--- config.mk ---
export PLATFORM = sky130hd
export DESIGN_NAME = tcdm_resp_route
export DESIGN_NICKNAME = d
export VERILOG_FILES = /design/src/source/tcdm_arb_pkg.sv /design/src/source/tcdm_bus_pkg.sv /design/src/source/tcdm_resp_route.sv
export VERILOG_INCLUDE_DIRS = /design/src /design/src/include
export SDC_FILE = /design/constraint.sdc
export NUM_CORES = 1
export LEC_CHECK = 0
export ABC_CLOCK_PERIOD_IN_PS = 3700
export CORE_MARGIN = 2
export CORE_UTILIZATION = 41
export DETAILED_ROUTE_END_ITERATION = 16
export DONT_BUFFER_PORTS = 1
export PLACE_DENSITY_LB_ADDON = 0.25
export SYNTH_ARGS = -nofsm -noshare
export SYNTH_HDL_FRONTEND = slang
export SYNTH_SLANG_ARGS = --single-unit
--- constraint.sdc ---
create_clock -name clk -period 3.7 [get_ports clk]
set_input_delay 0.555 -clock clk [delete_from_list [all_inputs] [get_ports clk]]
set_output_delay 0.555 -clock clk [all_outputs]
set_load 0.02 [all_outputs]
--- src/include/tcdm_defines.svh ---
// TCDM subsystem sizes: masters, banks, address and data widths, bank depth
`ifndef TCDM_DEFINES_SVH
`define TCDM_DEFINES_SVH

//////////////////////////////
// Subsystem dimensions
//////////////////////////////

// Masters sharing the data memory
`define TCDM_NUM_MASTERS 4
// Word-interleaved memory banks
`define TCDM_NUM_BANKS 2
// Word address width seen by every master
`define TCDM_ADDR_W 10
`define TCDM_DATA_W 32
// Words stored in one bank
`define TCDM_BANK_DEPTH 256

//////////////////////////////
// Address split
//////////////////////////////

// Lowest word-address bit that picks the bank
`define TCDM_BANK_SEL_BIT 0
// Bits needed for a bank index
`define TCDM_BANK_IDX_W ($clog2(`TCDM_NUM_BANKS))
// Row bits inside one bank, taken just above the bank index
`define TCDM_ROW_W ($clog2(`TCDM_BANK_DEPTH))

`endif

--- src/source/tcdm_arb_pkg.sv ---
// TCDM arbitration package: policy encoding and master index type
`include "tcdm_defines.svh"

package tcdm_arb_pkg;

   // Index of one master, also the width of a priority flag
   typedef logic [$clog2(`TCDM_NUM_MASTERS)-1:0] master_idx_t;

   // Arbitration policy, a level selected from outside
   // Round robin moves the flag by one on each grant
   // Last winner parks the flag on the master just granted
   typedef enum logic {
      ARB_ROUND_ROBIN = 1'b0,
      ARB_LAST_WINNER = 1'b1
   } arb_policy_e;

endpackage

--- src/source/tcdm_bus_pkg.sv ---
// TCDM bus package: request and response structs moved between masters, arbiters and banks
`include "tcdm_defines.svh"

package tcdm_bus_pkg;

   //////////////////////////////
   // Request side
   //////////////////////////////

   // One master request
   // Held stable by the master until its grant is seen
   typedef struct packed {
      // Request strobe
      logic                    req;
      // High for a write, low for a read
      logic                    we;
      // Word address, bank bits and row bits together
      logic [`TCDM_ADDR_W-1:0] addr;
      // Store data, ignored on reads
      logic [`TCDM_DATA_W-1:0] wdata;
   } tcdm_req_t;

   //////////////////////////////
   // Response side
   //////////////////////////////

   // One response, one cycle after the granted transfer
   typedef struct packed {
      // Response strobe, for reads and writes alike
      logic                    r_valid;
      // Read word, don't care after a write
      logic [`TCDM_DATA_W-1:0] rdata;
   } tcdm_resp_t;

endpackage

--- src/source/tcdm_resp_route.sv ---
// TCDM response router: sends each bank response back to the master it granted
`timescale 1ns/10ps
`include "tcdm_defines.svh"

module tcdm_resp_route
(
   input  logic                                              clk,
   input  logic                                              rst_n,
   input  logic [`TCDM_NUM_BANKS-1:0]                        bank_gnt_valid_i,
   input  tcdm_arb_pkg::master_idx_t [`TCDM_NUM_BANKS-1:0]   bank_win_idx_i,
   input  tcdm_bus_pkg::tcdm_resp_t [`TCDM_NUM_BANKS-1:0]    bank_resp_i,
   output tcdm_bus_pkg::tcdm_resp_t [`TCDM_NUM_MASTERS-1:0]  resp_o
);

   logic [`TCDM_NUM_BANKS-1:0]                      gnt_valid_q;
   tcdm_arb_pkg::master_idx_t [`TCDM_NUM_BANKS-1:0] win_idx_q;

   //////////////////////////////
   // Winner tracking
   //////////////////////////////

   // Grant of this cycle lines up with the bank response of the next
   always_ff @(posedge clk, negedge rst_n)
   begin : win_seq
      if (!rst_n)
      begin
         gnt_valid_q <= '0;
         win_idx_q   <= '0;
      end
      else
      begin
         gnt_valid_q <= bank_gnt_valid_i;
         for (int b = 0; b < `TCDM_NUM_BANKS; b++)
         begin
            // Index only matters when the bank granted
            if (bank_gnt_valid_i[b])
               win_idx_q[b] <= bank_win_idx_i[b];
         end
      end
   end

   //////////////////////////////
   // Response steering
   //////////////////////////////

   // A master addresses one bank at a time, so no two banks collide here
   always_comb
   begin : route_comb
      resp_o = '0;
      for (int b = 0; b < `TCDM_NUM_BANKS; b++)
      begin
         if (gnt_valid_q[b])
            resp_o[win_idx_q[b]] = bank_resp_i[b];
      end
   end

endmodule

==> Flow_metrics.wiki <==
{| class="wikitable"
! Metric !! Value
|-
| Pwr/cell area || 238 nW/um2
|-
| Total length of routed wires || 11300 um
|-
| Final Slew Violations || 0
|-
| Clock insertion delay at the later pin of the skew report || 220 ps
|-
| Count of hold-fix buffers inserted at cts || 0
|-
| CTS buffer count || 3
|-
| FP Rows || 32
|-
| Slew at the pin closest to its max-slew limit || 1130 ps
|-
| Count of maximum capacitance violations || 0
|-
| Fraction of final layout cells with drive strength greater than 1 || 0.269
|-
| Post-detailed-placement half-perimeter wirelength || 7370 um
|-
| Clock tree skew after final layout || 0 ps
|-
| Total global routing overflow || 0
|-
| Synthesized flop and latch total || 6
|-
| Result of the run || finished clean
|-
| Met2 wire length || 5580 um
|-
| Final cell utilization of the core || 0.406
|-
| Max Clk Rate || 342 MHz
|-
| DR pass1 iterations || 5
|-
| Routed met3 length || 946 um
|-
| Worst Path Class, Setup || register to primary output
|-
| Most area-consuming cells after synthesis || sky130_fd_sc_hd__o31ai_2 (23%), sky130_fd_sc_hd__nand4b_1 (18%), sky130_fd_sc_hd__o31ai_1 (16%)
|-
| Global-route total usage across every layer || 0.228
|-
| Die height || 93.5 um
|-
| Critical path data arrival time || 2370 ps
|-
| Final weighted congestion of routability-driven global placement || 0.753
|-
| Worst hold-check path type || input pin to asynchronous set/reset pin
|-
| Largest net degree at the start of global routing || 85
|-
| Post-route DRC || 0
|-
| Critical Path Sink Type || primary output
|-
| Antenna cells || 0
|-
| Commonest cells in the netlist || sky130_fd_sc_hd__o31ai_1 (72), sky130_fd_sc_hd__nand4b_1 (66), sky130_fd_sc_hd__o31ai_2 (60)
|-
| RSZ-0062 raised after global routing || no
|-
| Number of design-rule violations left by the first detailed-router iteration || 199
|-
| Clock slew seen by the registers of the worst setup and hold paths || 40 ps
|-
| Vias in the first global route || 3037
|-
| Buffers added on ports || 0
|-
| Core Area || 7730 um2
|-
| Routed via count || 3458
|-
| Antenna violations before repair || 0
|-
| Count of buffering cells on the critical path with inverters included || 1
|-
| Number of synthesized flops with an enable pin || 0
|-
| Shortest period the worst path allows || 2930 ps
|-
| Number of filler instances in the final layout || 808
|-
| Yosys Warn Count || 0
|-
| Via-to-Cell Ratio || 7.93
|-
| Kind of cell adding the most delay to the critical path || compound AO/OA/AOI/OAI gates
|-
| Cells along the critical path || and3_1 -> buf_4 -> o31ai_1
|-
| Postcts setup bufs || 0
|-
| Endpoint required time on the critical path || 3140 ps
|-
| Maximum vdd drop || 0.000289 V
|-
| Synthesized area || 3280 um2
|-
| Share of the yosys chip area belonging to registers || 0.0458
|-
| Die width || 93.5 um
|-
| Post-layout total power || 747 uW
|-
| Clock tree from TritonCTS || yes
|-
| Number of clock sinks || 6
|-
| Die ar. || 8730 um2
|-
| Kind of launch point of the worst setup path || register
|-
| FF/Latch Area || 161 um2
|-
| Count of different cell masters after synthesis || 20
|-
| Layout Area Growth over Synthesis || -4.42%
|-
| Global-route wire length before repair || 16500 um
|-
| Avg WL per Cell || 25.9 um
|-
| Total placed instance area || 3090 um2
|-
| Average instance area after synthesis || 8.33 um2
|-
| Asr flop ratio synth || 1.00
|-
| Number of gates resized after cts || 0
|-
| Top-Level Pins || 206
|-
| Cell type with the largest total area after synthesis || sky130_fd_sc_hd__o31ai_2
|-
| Share of Yosys cell area claimed by the top area cell type || 0.229
|-
| Number of nets in the synthesized netlist || 468
|-
| Area of the multi-input gates || 2690 um2
|-
| Peak per-stage delay on the critical path || 720 ps
|-
| Final period util || 0.791
|-
| Number of cells produced by synthesis || 394
|-
| Cell at the root of the clock tree || sky130_fd_sc_hd__clkbuf_8
|-
| Normalized max-slew margin || 0.243
|-
| Design area || 3140 um2
|-
| Max Root-Sink Buffers || 2
|-
| Worst Reg-to-Reg Cells || 2
|-
| Endpoints failing setup || 0
|-
| Routed Antenna Nets || 0
|-
| Post-route setup TNS || 0 ps
|-
| Max layer used || met4
|-
| Worst Hold Slack || 28.2 ps
|-
| Cell leakage power || 0.000874 uW
|-
| Primary flip-flop cell chosen by synthesis mapping || sky130_fd_sc_hd__dfrtp_1
|-
| Worst-path fanout max || 41
|-
| Most frequently used cell type in the post-synthesis netlist || sky130_fd_sc_hd__o31ai_1
|-
| Final hold violations || 0
|-
| Net count of the finished layout || 409
|-
| Depth of the critical timing path with buffers and inverters included || 3
|-
| Starting density of the core || 0.425
|-
| H-tree levels || 1
|-
| Critical path's slowest cell || sky130_fd_sc_hd__o31ai_1
|-
| Met1 WL || 4640 um
|}
## layout make-up
| type | instances | share of cell area |
|---|---|---|
| repair buffers | 15 | 0.0359 |
| clock buffers | 4 | 0.0144 |
| multi-input cells | 309 | 0.858 |
| flip-flops and latches | 6 | 0.0515 |
| well taps | 102 | 0.0407 |
## worst paths after layout
check | endpoint | slack [ps] | start
setup / recovery | resp_o[111] | 770 | gnt_valid_q[1]
hold / removal | gnt_valid_q[0] | 30 | rst_n
setup reg to reg | win_idx_q[2] | 2370 | win_idx_q[2]
hold reg to reg | win_idx_q[1] | 590 | win_idx_q[1]
max in group asynchronous | gnt_valid_q[1] | 3590 | rst_n
min in group clk | gnt_valid_q[0] | 360 | bank_gnt_valid_i[0]
## placed cells by master (no fill, tap or decap), drive strengths merged, types with 4 or more instances in the layout
| cell | n |
|---|---|
| buf | 15 |
| clkbuf | 4 |
| dfrtp | 6 |
| mux2 | 4 |
| nand2 | 34 |
| nand4 | 33 |
| nand4b | 66 |
| nand4bb | 15 |
| o31ai | 132 |
| or4bb | 18 |
## metrics by stage
stage          setup slack [ps]  cells
6_report                    774    436
5_1_grt                     706    436
4_1_cts                     804    436
3_5_place_dp               1030    432
3_3_place_gp               1120    432
2_1_floorplan              1660    394
## power by group
part | leakage, uW | switching (uW) | total (uW) | internal (uW)
logic | 0.000784 | 417 | 555 | 138
registers | 0.0000673 | 16.0 | 89.3 | 73.3
clock network | 0.0000228 | 28.7 | 103 | 74.1
total | 0.000874 | 462 | 747 | 285
## flip-flops by register name, summed over array words and instances, names as in the netlist
register,count
win_idx_q,4
gnt_valid_q,2
## cell families (layout without fill, tap and decap cells)
logic type,count (synthesis),in the layout,synth area share
AND/OR/NAND/NOR,173,173,0.408
AO/OA/AOI/OAI,132,132,0.394
buffers and inverters,79,19,0.139
flip-flops,6,6,0.0458
multiplexers,4,4,0.0137
## worst reg2reg max path, cell delays in order, from the launching register on
cell and delay, ps:
sky130_fd_sc_hd__dfrtp_4 430, sky130_fd_sc_hd__buf_4 550, sky130_fd_sc_hd__mux2_2 290
## routing by layer
layer / global-route usage / up-vias
met3: 0.0403 / 12
li1: - / 1531
met2: 0.394 / 191
met1: 0.297 / 1724
met4: 0.0466 / 0
met5: 0 / -
Note: power is estimated with default switching activity, not from simulation.
