==> src/include/tcdm_defines.svh <==
// TCDM subsystem sizes: masters, banks, address and data widths, bank depth
`ifndef TCDM_DEFINES_SVH
`define TCDM_DEFINES_SVH

//////////////////////////////
// Subsystem dimensions
//////////////////////////////

// Masters sharing the data memory
`define TCDM_NUM_MASTERS 4
// Word-interleaved memory banks
`define TCDM_NUM_BANKS 2
// Word address width seen by every master
`define TCDM_ADDR_W 10
`define TCDM_DATA_W 32
// Words stored in one bank
`define TCDM_BANK_DEPTH 256

//////////////////////////////
// Address split
//////////////////////////////

// Lowest word-address bit that picks the bank
`define TCDM_BANK_SEL_BIT 0
// Bits needed for a bank index
`define TCDM_BANK_IDX_W ($clog2(`TCDM_NUM_BANKS))
// Row bits inside one bank, taken just above the bank index
`define TCDM_ROW_W ($clog2(`TCDM_BANK_DEPTH))

`endif

==> src/source/tcdm_arb_pkg.sv <==
// TCDM arbitration package: policy encoding and master index type
`include "tcdm_defines.svh"

package tcdm_arb_pkg;

   // Index of one master, also the width of a priority flag
   typedef logic [$clog2(`TCDM_NUM_MASTERS)-1:0] master_idx_t;

   // Arbitration policy, a level selected from outside
   // Round robin moves the flag by one on each grant
   // Last winner parks the flag on the master just granted
   typedef enum logic {
      ARB_ROUND_ROBIN = 1'b0,
      ARB_LAST_WINNER = 1'b1
   } arb_policy_e;

endpackage

==> src/source/tcdm_bus_pkg.sv <==
// TCDM bus package: request and response structs moved between masters, arbiters and banks
`include "tcdm_defines.svh"

package tcdm_bus_pkg;

   //////////////////////////////
   // Request side
   //////////////////////////////

   // One master request
   // Held stable by the master until its grant is seen
   typedef struct packed {
      // Request strobe
      logic                    req;
      // High for a write, low for a read
      logic                    we;
      // Word address, bank bits and row bits together
      logic [`TCDM_ADDR_W-1:0] addr;
      // Store data, ignored on reads
      logic [`TCDM_DATA_W-1:0] wdata;
   } tcdm_req_t;

   //////////////////////////////
   // Response side
   //////////////////////////////

   // One response, one cycle after the granted transfer
   typedef struct packed {
      // Response strobe, for reads and writes alike
      logic                    r_valid;
      // Read word, don't care after a write
      logic [`TCDM_DATA_W-1:0] rdata;
   } tcdm_resp_t;

endpackage

==> src/source/bank_arbiter.sv <==
// Bank arbiter: picks one requesting master by scanning from the priority flag
`timescale 1ns/10ps
`include "tcdm_defines.svh"

module bank_arbiter
(
   input  logic                                              clk,
   input  logic                                              rst_n,
   input  tcdm_arb_pkg::arb_policy_e                         policy_i,
   input  logic [`TCDM_NUM_MASTERS-1:0]                      req_lines_i,
   input  tcdm_bus_pkg::tcdm_req_t [`TCDM_NUM_MASTERS-1:0]   req_bus_i,
   output logic [`TCDM_NUM_MASTERS-1:0]                      gnt_o,
   output tcdm_bus_pkg::tcdm_req_t                           win_req_o,
   output tcdm_arb_pkg::master_idx_t                         win_idx_o
);

   tcdm_arb_pkg::master_idx_t flag;
   tcdm_arb_pkg::master_idx_t win_idx;
   logic                      win_found;

   // Arbitration pointer, only moves when this bank grants
   prio_flag_gen prio_flag_gen_i
   (
      .clk           ( clk       ),
      .rst_n         ( rst_n     ),
      .policy_i      ( policy_i  ),
      .grant_valid_i ( win_found ),
      .winner_i      ( win_idx   ),
      .flag_o        ( flag      )
   );

   //////////////////////////////
   // Priority scan
   //////////////////////////////

   // Start right after the flag, wrap, and end on the flag itself
   // First request line hit in that order wins
   always_comb
   begin : scan_comb
      int unsigned cand;
      win_found = 1'b0;
      win_idx   = '0;
      for (int unsigned off = 1; off <= `TCDM_NUM_MASTERS; off++)
      begin
         cand = (flag + off) % `TCDM_NUM_MASTERS;
         if (!win_found && req_lines_i[cand])
         begin
            win_found = 1'b1;
            win_idx   = tcdm_arb_pkg::master_idx_t'(cand);
         end
      end
   end

   //////////////////////////////
   // Grant and forward
   //////////////////////////////

   // One-hot grant back to the masters
   always_comb
   begin : gnt_comb
      gnt_o = '0;
      if (win_found)
         gnt_o[win_idx] = 1'b1;
   end

   // Winner's request to the bank, strobe only when someone won
   always_comb
   begin : fwd_comb
      win_req_o     = req_bus_i[win_idx];
      win_req_o.req = win_found;
   end

   assign win_idx_o = win_idx;

endmodule

==> src/source/prio_flag_gen.sv <==
// Priority flag generator: arbitration pointer of one bank, moved only on a granted request
`timescale 1ns/10ps
`include "tcdm_defines.svh"

module prio_flag_gen
(
   input  logic                      clk,
   input  logic                      rst_n,
   input  tcdm_arb_pkg::arb_policy_e policy_i,
   input  logic                      grant_valid_i,
   input  tcdm_arb_pkg::master_idx_t winner_i,
   output tcdm_arb_pkg::master_idx_t flag_o
);

   // Highest master index, the wrap point of the round-robin count
   localparam tcdm_arb_pkg::master_idx_t MAX_FLAG =
      tcdm_arb_pkg::master_idx_t'(`TCDM_NUM_MASTERS - 1);

   tcdm_arb_pkg::master_idx_t flag_q;

   //////////////////////////////
   // Flag register
   //////////////////////////////

   // Idle banks leave the flag alone, so no toggling without traffic
   always_ff @(posedge clk, negedge rst_n)
   begin : flag_seq
      if (!rst_n)
      begin
         flag_q <= '0;
      end
      else if (grant_valid_i)
      begin
         if (policy_i == tcdm_arb_pkg::ARB_ROUND_ROBIN)
         begin
            // Free-running count, wraps back to master 0
            if (flag_q == MAX_FLAG)
               flag_q <= '0;
            else
               flag_q <= flag_q + 1'b1;
         end
         else
         begin
            // Park on the winner, it gets lowest priority next time
            flag_q <= winner_i;
         end
      end
   end

   assign flag_o = flag_q;

endmodule

==> config.mk <==
export PLATFORM = sky130hd
export DESIGN_NAME = bank_arbiter
export DESIGN_NICKNAME = d
export VERILOG_FILES = /design/src/source/tcdm_arb_pkg.sv /design/src/source/tcdm_bus_pkg.sv /design/src/source/bank_arbiter.sv /design/src/source/prio_flag_gen.sv
export VERILOG_INCLUDE_DIRS = /design/src /design/src/include
export SDC_FILE = /design/constraint.sdc
export NUM_CORES = 1
export LEC_CHECK = 0
export BUFFER_PORTS_ARGS = -buffer_cell sky130_fd_sc_hd__buf_4
export CAP_MARGIN = 20
export CORE_MARGIN = 4
export CORE_UTILIZATION = 36
export CTS_BUF_LIST = sky130_fd_sc_hd__clkbuf_4 sky130_fd_sc_hd__clkbuf_8
export DETAILED_ROUTE_END_ITERATION = 16
export GPL_TIMING_DRIVEN = 1
export PLACE_DENSITY = 0.81
export SLEW_MARGIN = 40
export SYNTH_ARGS = -nofsm -noshare
export SYNTH_HDL_FRONTEND = slang
export SYNTH_SLANG_ARGS = --single-unit
==> constraint.sdc <==
create_clock -name clk -period 2.5 [get_ports clk]
set_clock_uncertainty 0.2 [all_clocks]
set_input_delay 0.125 -clock clk [delete_from_list [all_inputs] [get_ports clk]]
set_output_delay 0.125 -clock clk [all_outputs]
set_load 0.01 [all_outputs]
==> flow_summary.yaml <==
place:
  dp.cells: 627
  place_congestion: 0.8698
  port_buffers: 228
  dp_hpwl_um: 9214
worst_setup_path:
  cp_data_arrival_time_ns: 2.82
  path_class: "reg -> out"
  r2r-end: "prio_flag_gen_i.flag_o[1]"
  reg2reg_slack_ns: -0.19
  path_max_fanout: 8
  start_kind: "flop"
  worst_setup_path_end_kind: "primary output"
  r2r-start: "prio_flag_gen_i.flag_o[0]"
  ff2ff_path_depth: 12
  required_ns: 2.17
clock_network:
  cts_buffers: 3
  cts.sink_count: 2
  cts_tree: "yes"
  clockBufferDepth: 2
  clk_pin_slew_ns: 0.03
  htree_levels: 1
  cts_root_buf: "clkbuf_8"
  clock_latency_ns: 0.21
die:
  rows: 30
  core_um2: 6907
  initial_core_util_pct: 37.68
  die_w_um: 93.03
  dieHeight_um: 93.03
  dieArea_um2: 8654
  ios: 233
logic_synthesis:
  synth_compound_area_share_pct: 27.64
  syn_avg_cell_area_um2: 8.477
  syn_inst: 307
  syn_area_um2: 2602
  synth-adder-area-share_pct: 0.4808
  synth_cell_types: 34
  yosysWarningCount: 0
  synth_simple_gate_area_share_pct: 5.577
  synth.area.mux_share_pct: 55.43
  seq_area_frac_synth_pct: 1.923
  synth_top_family_by_area: "multiplexers"
  synth.net_count: 491
  synth_seq_cells: 2
  synth_xor_area_share_pct: 0
route:
  route.met3.wl_um: 980
  drt-initial-drc-count: 109
  route.met2.wl_um: 6745
  highest-signal-layer: "met4"
  drt-met1-wl_um: 4383
  num_vias: 3628
  wirelength_um: 12460
  avgViaCountPerCell: 5.522
  dr.pass1.iters: 4
  wl_per_cell_um: 18.96
  final_antenna_net_count: 0
  drc: 0
layout:
  final_cells: 657
  antenna_cells: 0
  syn2layout_area_growth_pct: 104.8
  layout-drive-gt1-share_pct: 69.16
  final_common_cell: "buf_4"
  fillerInstances: 489
  final_cell_mix: "buf_4, mux2i_1, mux2_2"
  nets: 746
  largest_reg_flops: 2
power_and_ir_drop:
  leakage_nw: 2.473
  power_density_nw_per_um2: 1814
  vdd_drop_max_mv: 1.603
timing:
  fin_ws_ns: -0.6488
  period_needed_ns: 3.149
  fin_crit_sh_pct: 126.0
  rsz0062_at_grt: "true"
  drv_slew: 0
  fmax_mhz: 317.6
  timing.final.hold_violations: 0
  finalSetupViolations: 51
  slew_headroom_pct: 65.43
  tightest_slew_ns: 0.5146
  tns_ns: -28.39
global_route:
  grt_pass1_wl_um: 18040
  grt_pass1_vias: 3725
  grt_antenna_before_repair: 0
  grt_use_total_pct: 25.40
  grt_max_degree: 27
  overflow: 0
outcome:
  violations: "negative setup slack"
  status: "finished with violations"
flow_run:
  cap_violations: 0
worst_hold_path:
  hold_class: "in -> async"
[synth_stat cells]
cell type  count  area, µm²
a21boi_0       1      7.510
o211ai_2       1      12.51
nand2_1        6      22.52
or2_2          1      6.260
a22oi_1        1      7.510
o21ai_0        8      40.04
buf_6          8      90.09
inv_1          4      15.01
a21oi_1        6      30.03
and2_1         1      6.260
and3_1         1      6.260
nor2_1         5      18.77
nor2b_2        1      8.760
mux2_2        45      506.7
nor3b_1        1      7.510
nor4_1         1      6.260
nand2b_1       3      18.77
o211ai_1       1      7.510
a21oi_2        1      8.760
and3b_1        2      17.52
mux2i_1       89      890.9
nand2_2        1      6.260
o31ai_4        1      21.27
buf_4          4      30.03
buf_2         15      75.07
ha_1           1      12.51
clkbuf_1       6      22.52
o22a_1        43      376.6
mux4_2         2      45.04
dfrtp_1        2      50.05
nor3_1         2      10.01
a21o_1         1      7.510
o21ai_1       40      200.2
nand3_1        2      10.01
[layout make-up]
| cell class | instances | area, µm² | area share [%] |
|---|---|---|---|
| Inverter | 4 | 15.01 | 0.2818 |
| Tap cell | 96 | 120.1 | 2.254 |
| Multi-Input combinational cell | 268 | 2660 | 49.92 |
| Clock buffer | 4 | 48.80 | 0.9157 |
| Sequential cell | 2 | 51.30 | 0.9627 |
| Timing Repair Buffer | 283 | 2434 | 45.67 |
[critical path, cell delays in order (launching register included)]
cell     delay [ns]
dfrtp_2        0.42
ha_4           0.28
mux4_2         0.53
and3b_2        0.24
o31ai_4        0.31
buf_6          0.17
buf_6          0.12
o22a_1         0.14
o21ai_2        0.06
mux2i_2        0.18
buf_4          0.15
[logic make-up (layout without fill, tap and decap cells)]
family,count (synthesis),count (layout)
multiplexers,136,136
AND/OR/NAND/NOR,27,27
AO/OA/AOI/OAI,104,104
adder cells (fa/ha/maj),1,1
buffers and inverters,37,291
flip-flops,2,2
[layer usage]
layer / global-route usage (%) / vias to the layer above
met5: 0 / -
met3: 5.149 / 30
met4: 6.838 / 0
met1: 27.02 / 1676
li1: - / 1717
met2: 50.03 / 205
[through the flow]
| stage | worst slack (ns) | hold slack (ns) | util (%) | instance area (µm²) | power, W |
|---|---|---|---|---|---|
| 2_1_floorplan | -0.2037 | -0.3706 | - | 2796 | 0.005106 |
| 3_3_place_gp | -0.3253 | -0.2910 | 68.95 | 4762 | 0.007760 |
| 3_5_place_dp | -0.3970 | -0.2903 | 68.95 | 4762 | 0.007936 |
| 4_1_cts | -0.5926 | 0.001691 | 73.77 | 5095 | 0.009011 |
| 5_1_grt | -0.7616 | 0.05884 | 77.16 | 5329 | 0.01021 |
| 6_report | -0.6488 | 0.04241 | 77.16 | 5329 | 0.009665 |
[report_power, final]
| group | switching (W) | internal, W |
|---|---|---|
| combinational | 0.00412 | 0.00533 |
| sequential | 0.0000196 | 0.0000513 |
| clock | 0.0000266 | 0.000119 |
[worst max path at each step]
stage	startpoint	endpoint	cells after the start
floorplan	prio_flag_gen_i.flag_o[0]	win_req_o[0]	8
global placement	prio_flag_gen_i.flag_o[0]	win_req_o[9]	8
detailed placement	prio_flag_gen_i.flag_o[0]	win_req_o[9]	8
CTS	prio_flag_gen_i.flag_o[0]	win_req_o[37]	10
global route	prio_flag_gen_i.flag_o[0]	win_req_o[9]	10
finish	prio_flag_gen_i.flag_o[0]	win_req_o[9]	10
[timing repair]
item,CTS,global route
resized for setup,29,31
hold endpoints to repair,2,0
hold buffers,1,0
setup buffers,10,8
pin swaps,2,10
endpoints found under the setup margin,51,51
cloned,3,6
Power figures use the tool's default switching activity.
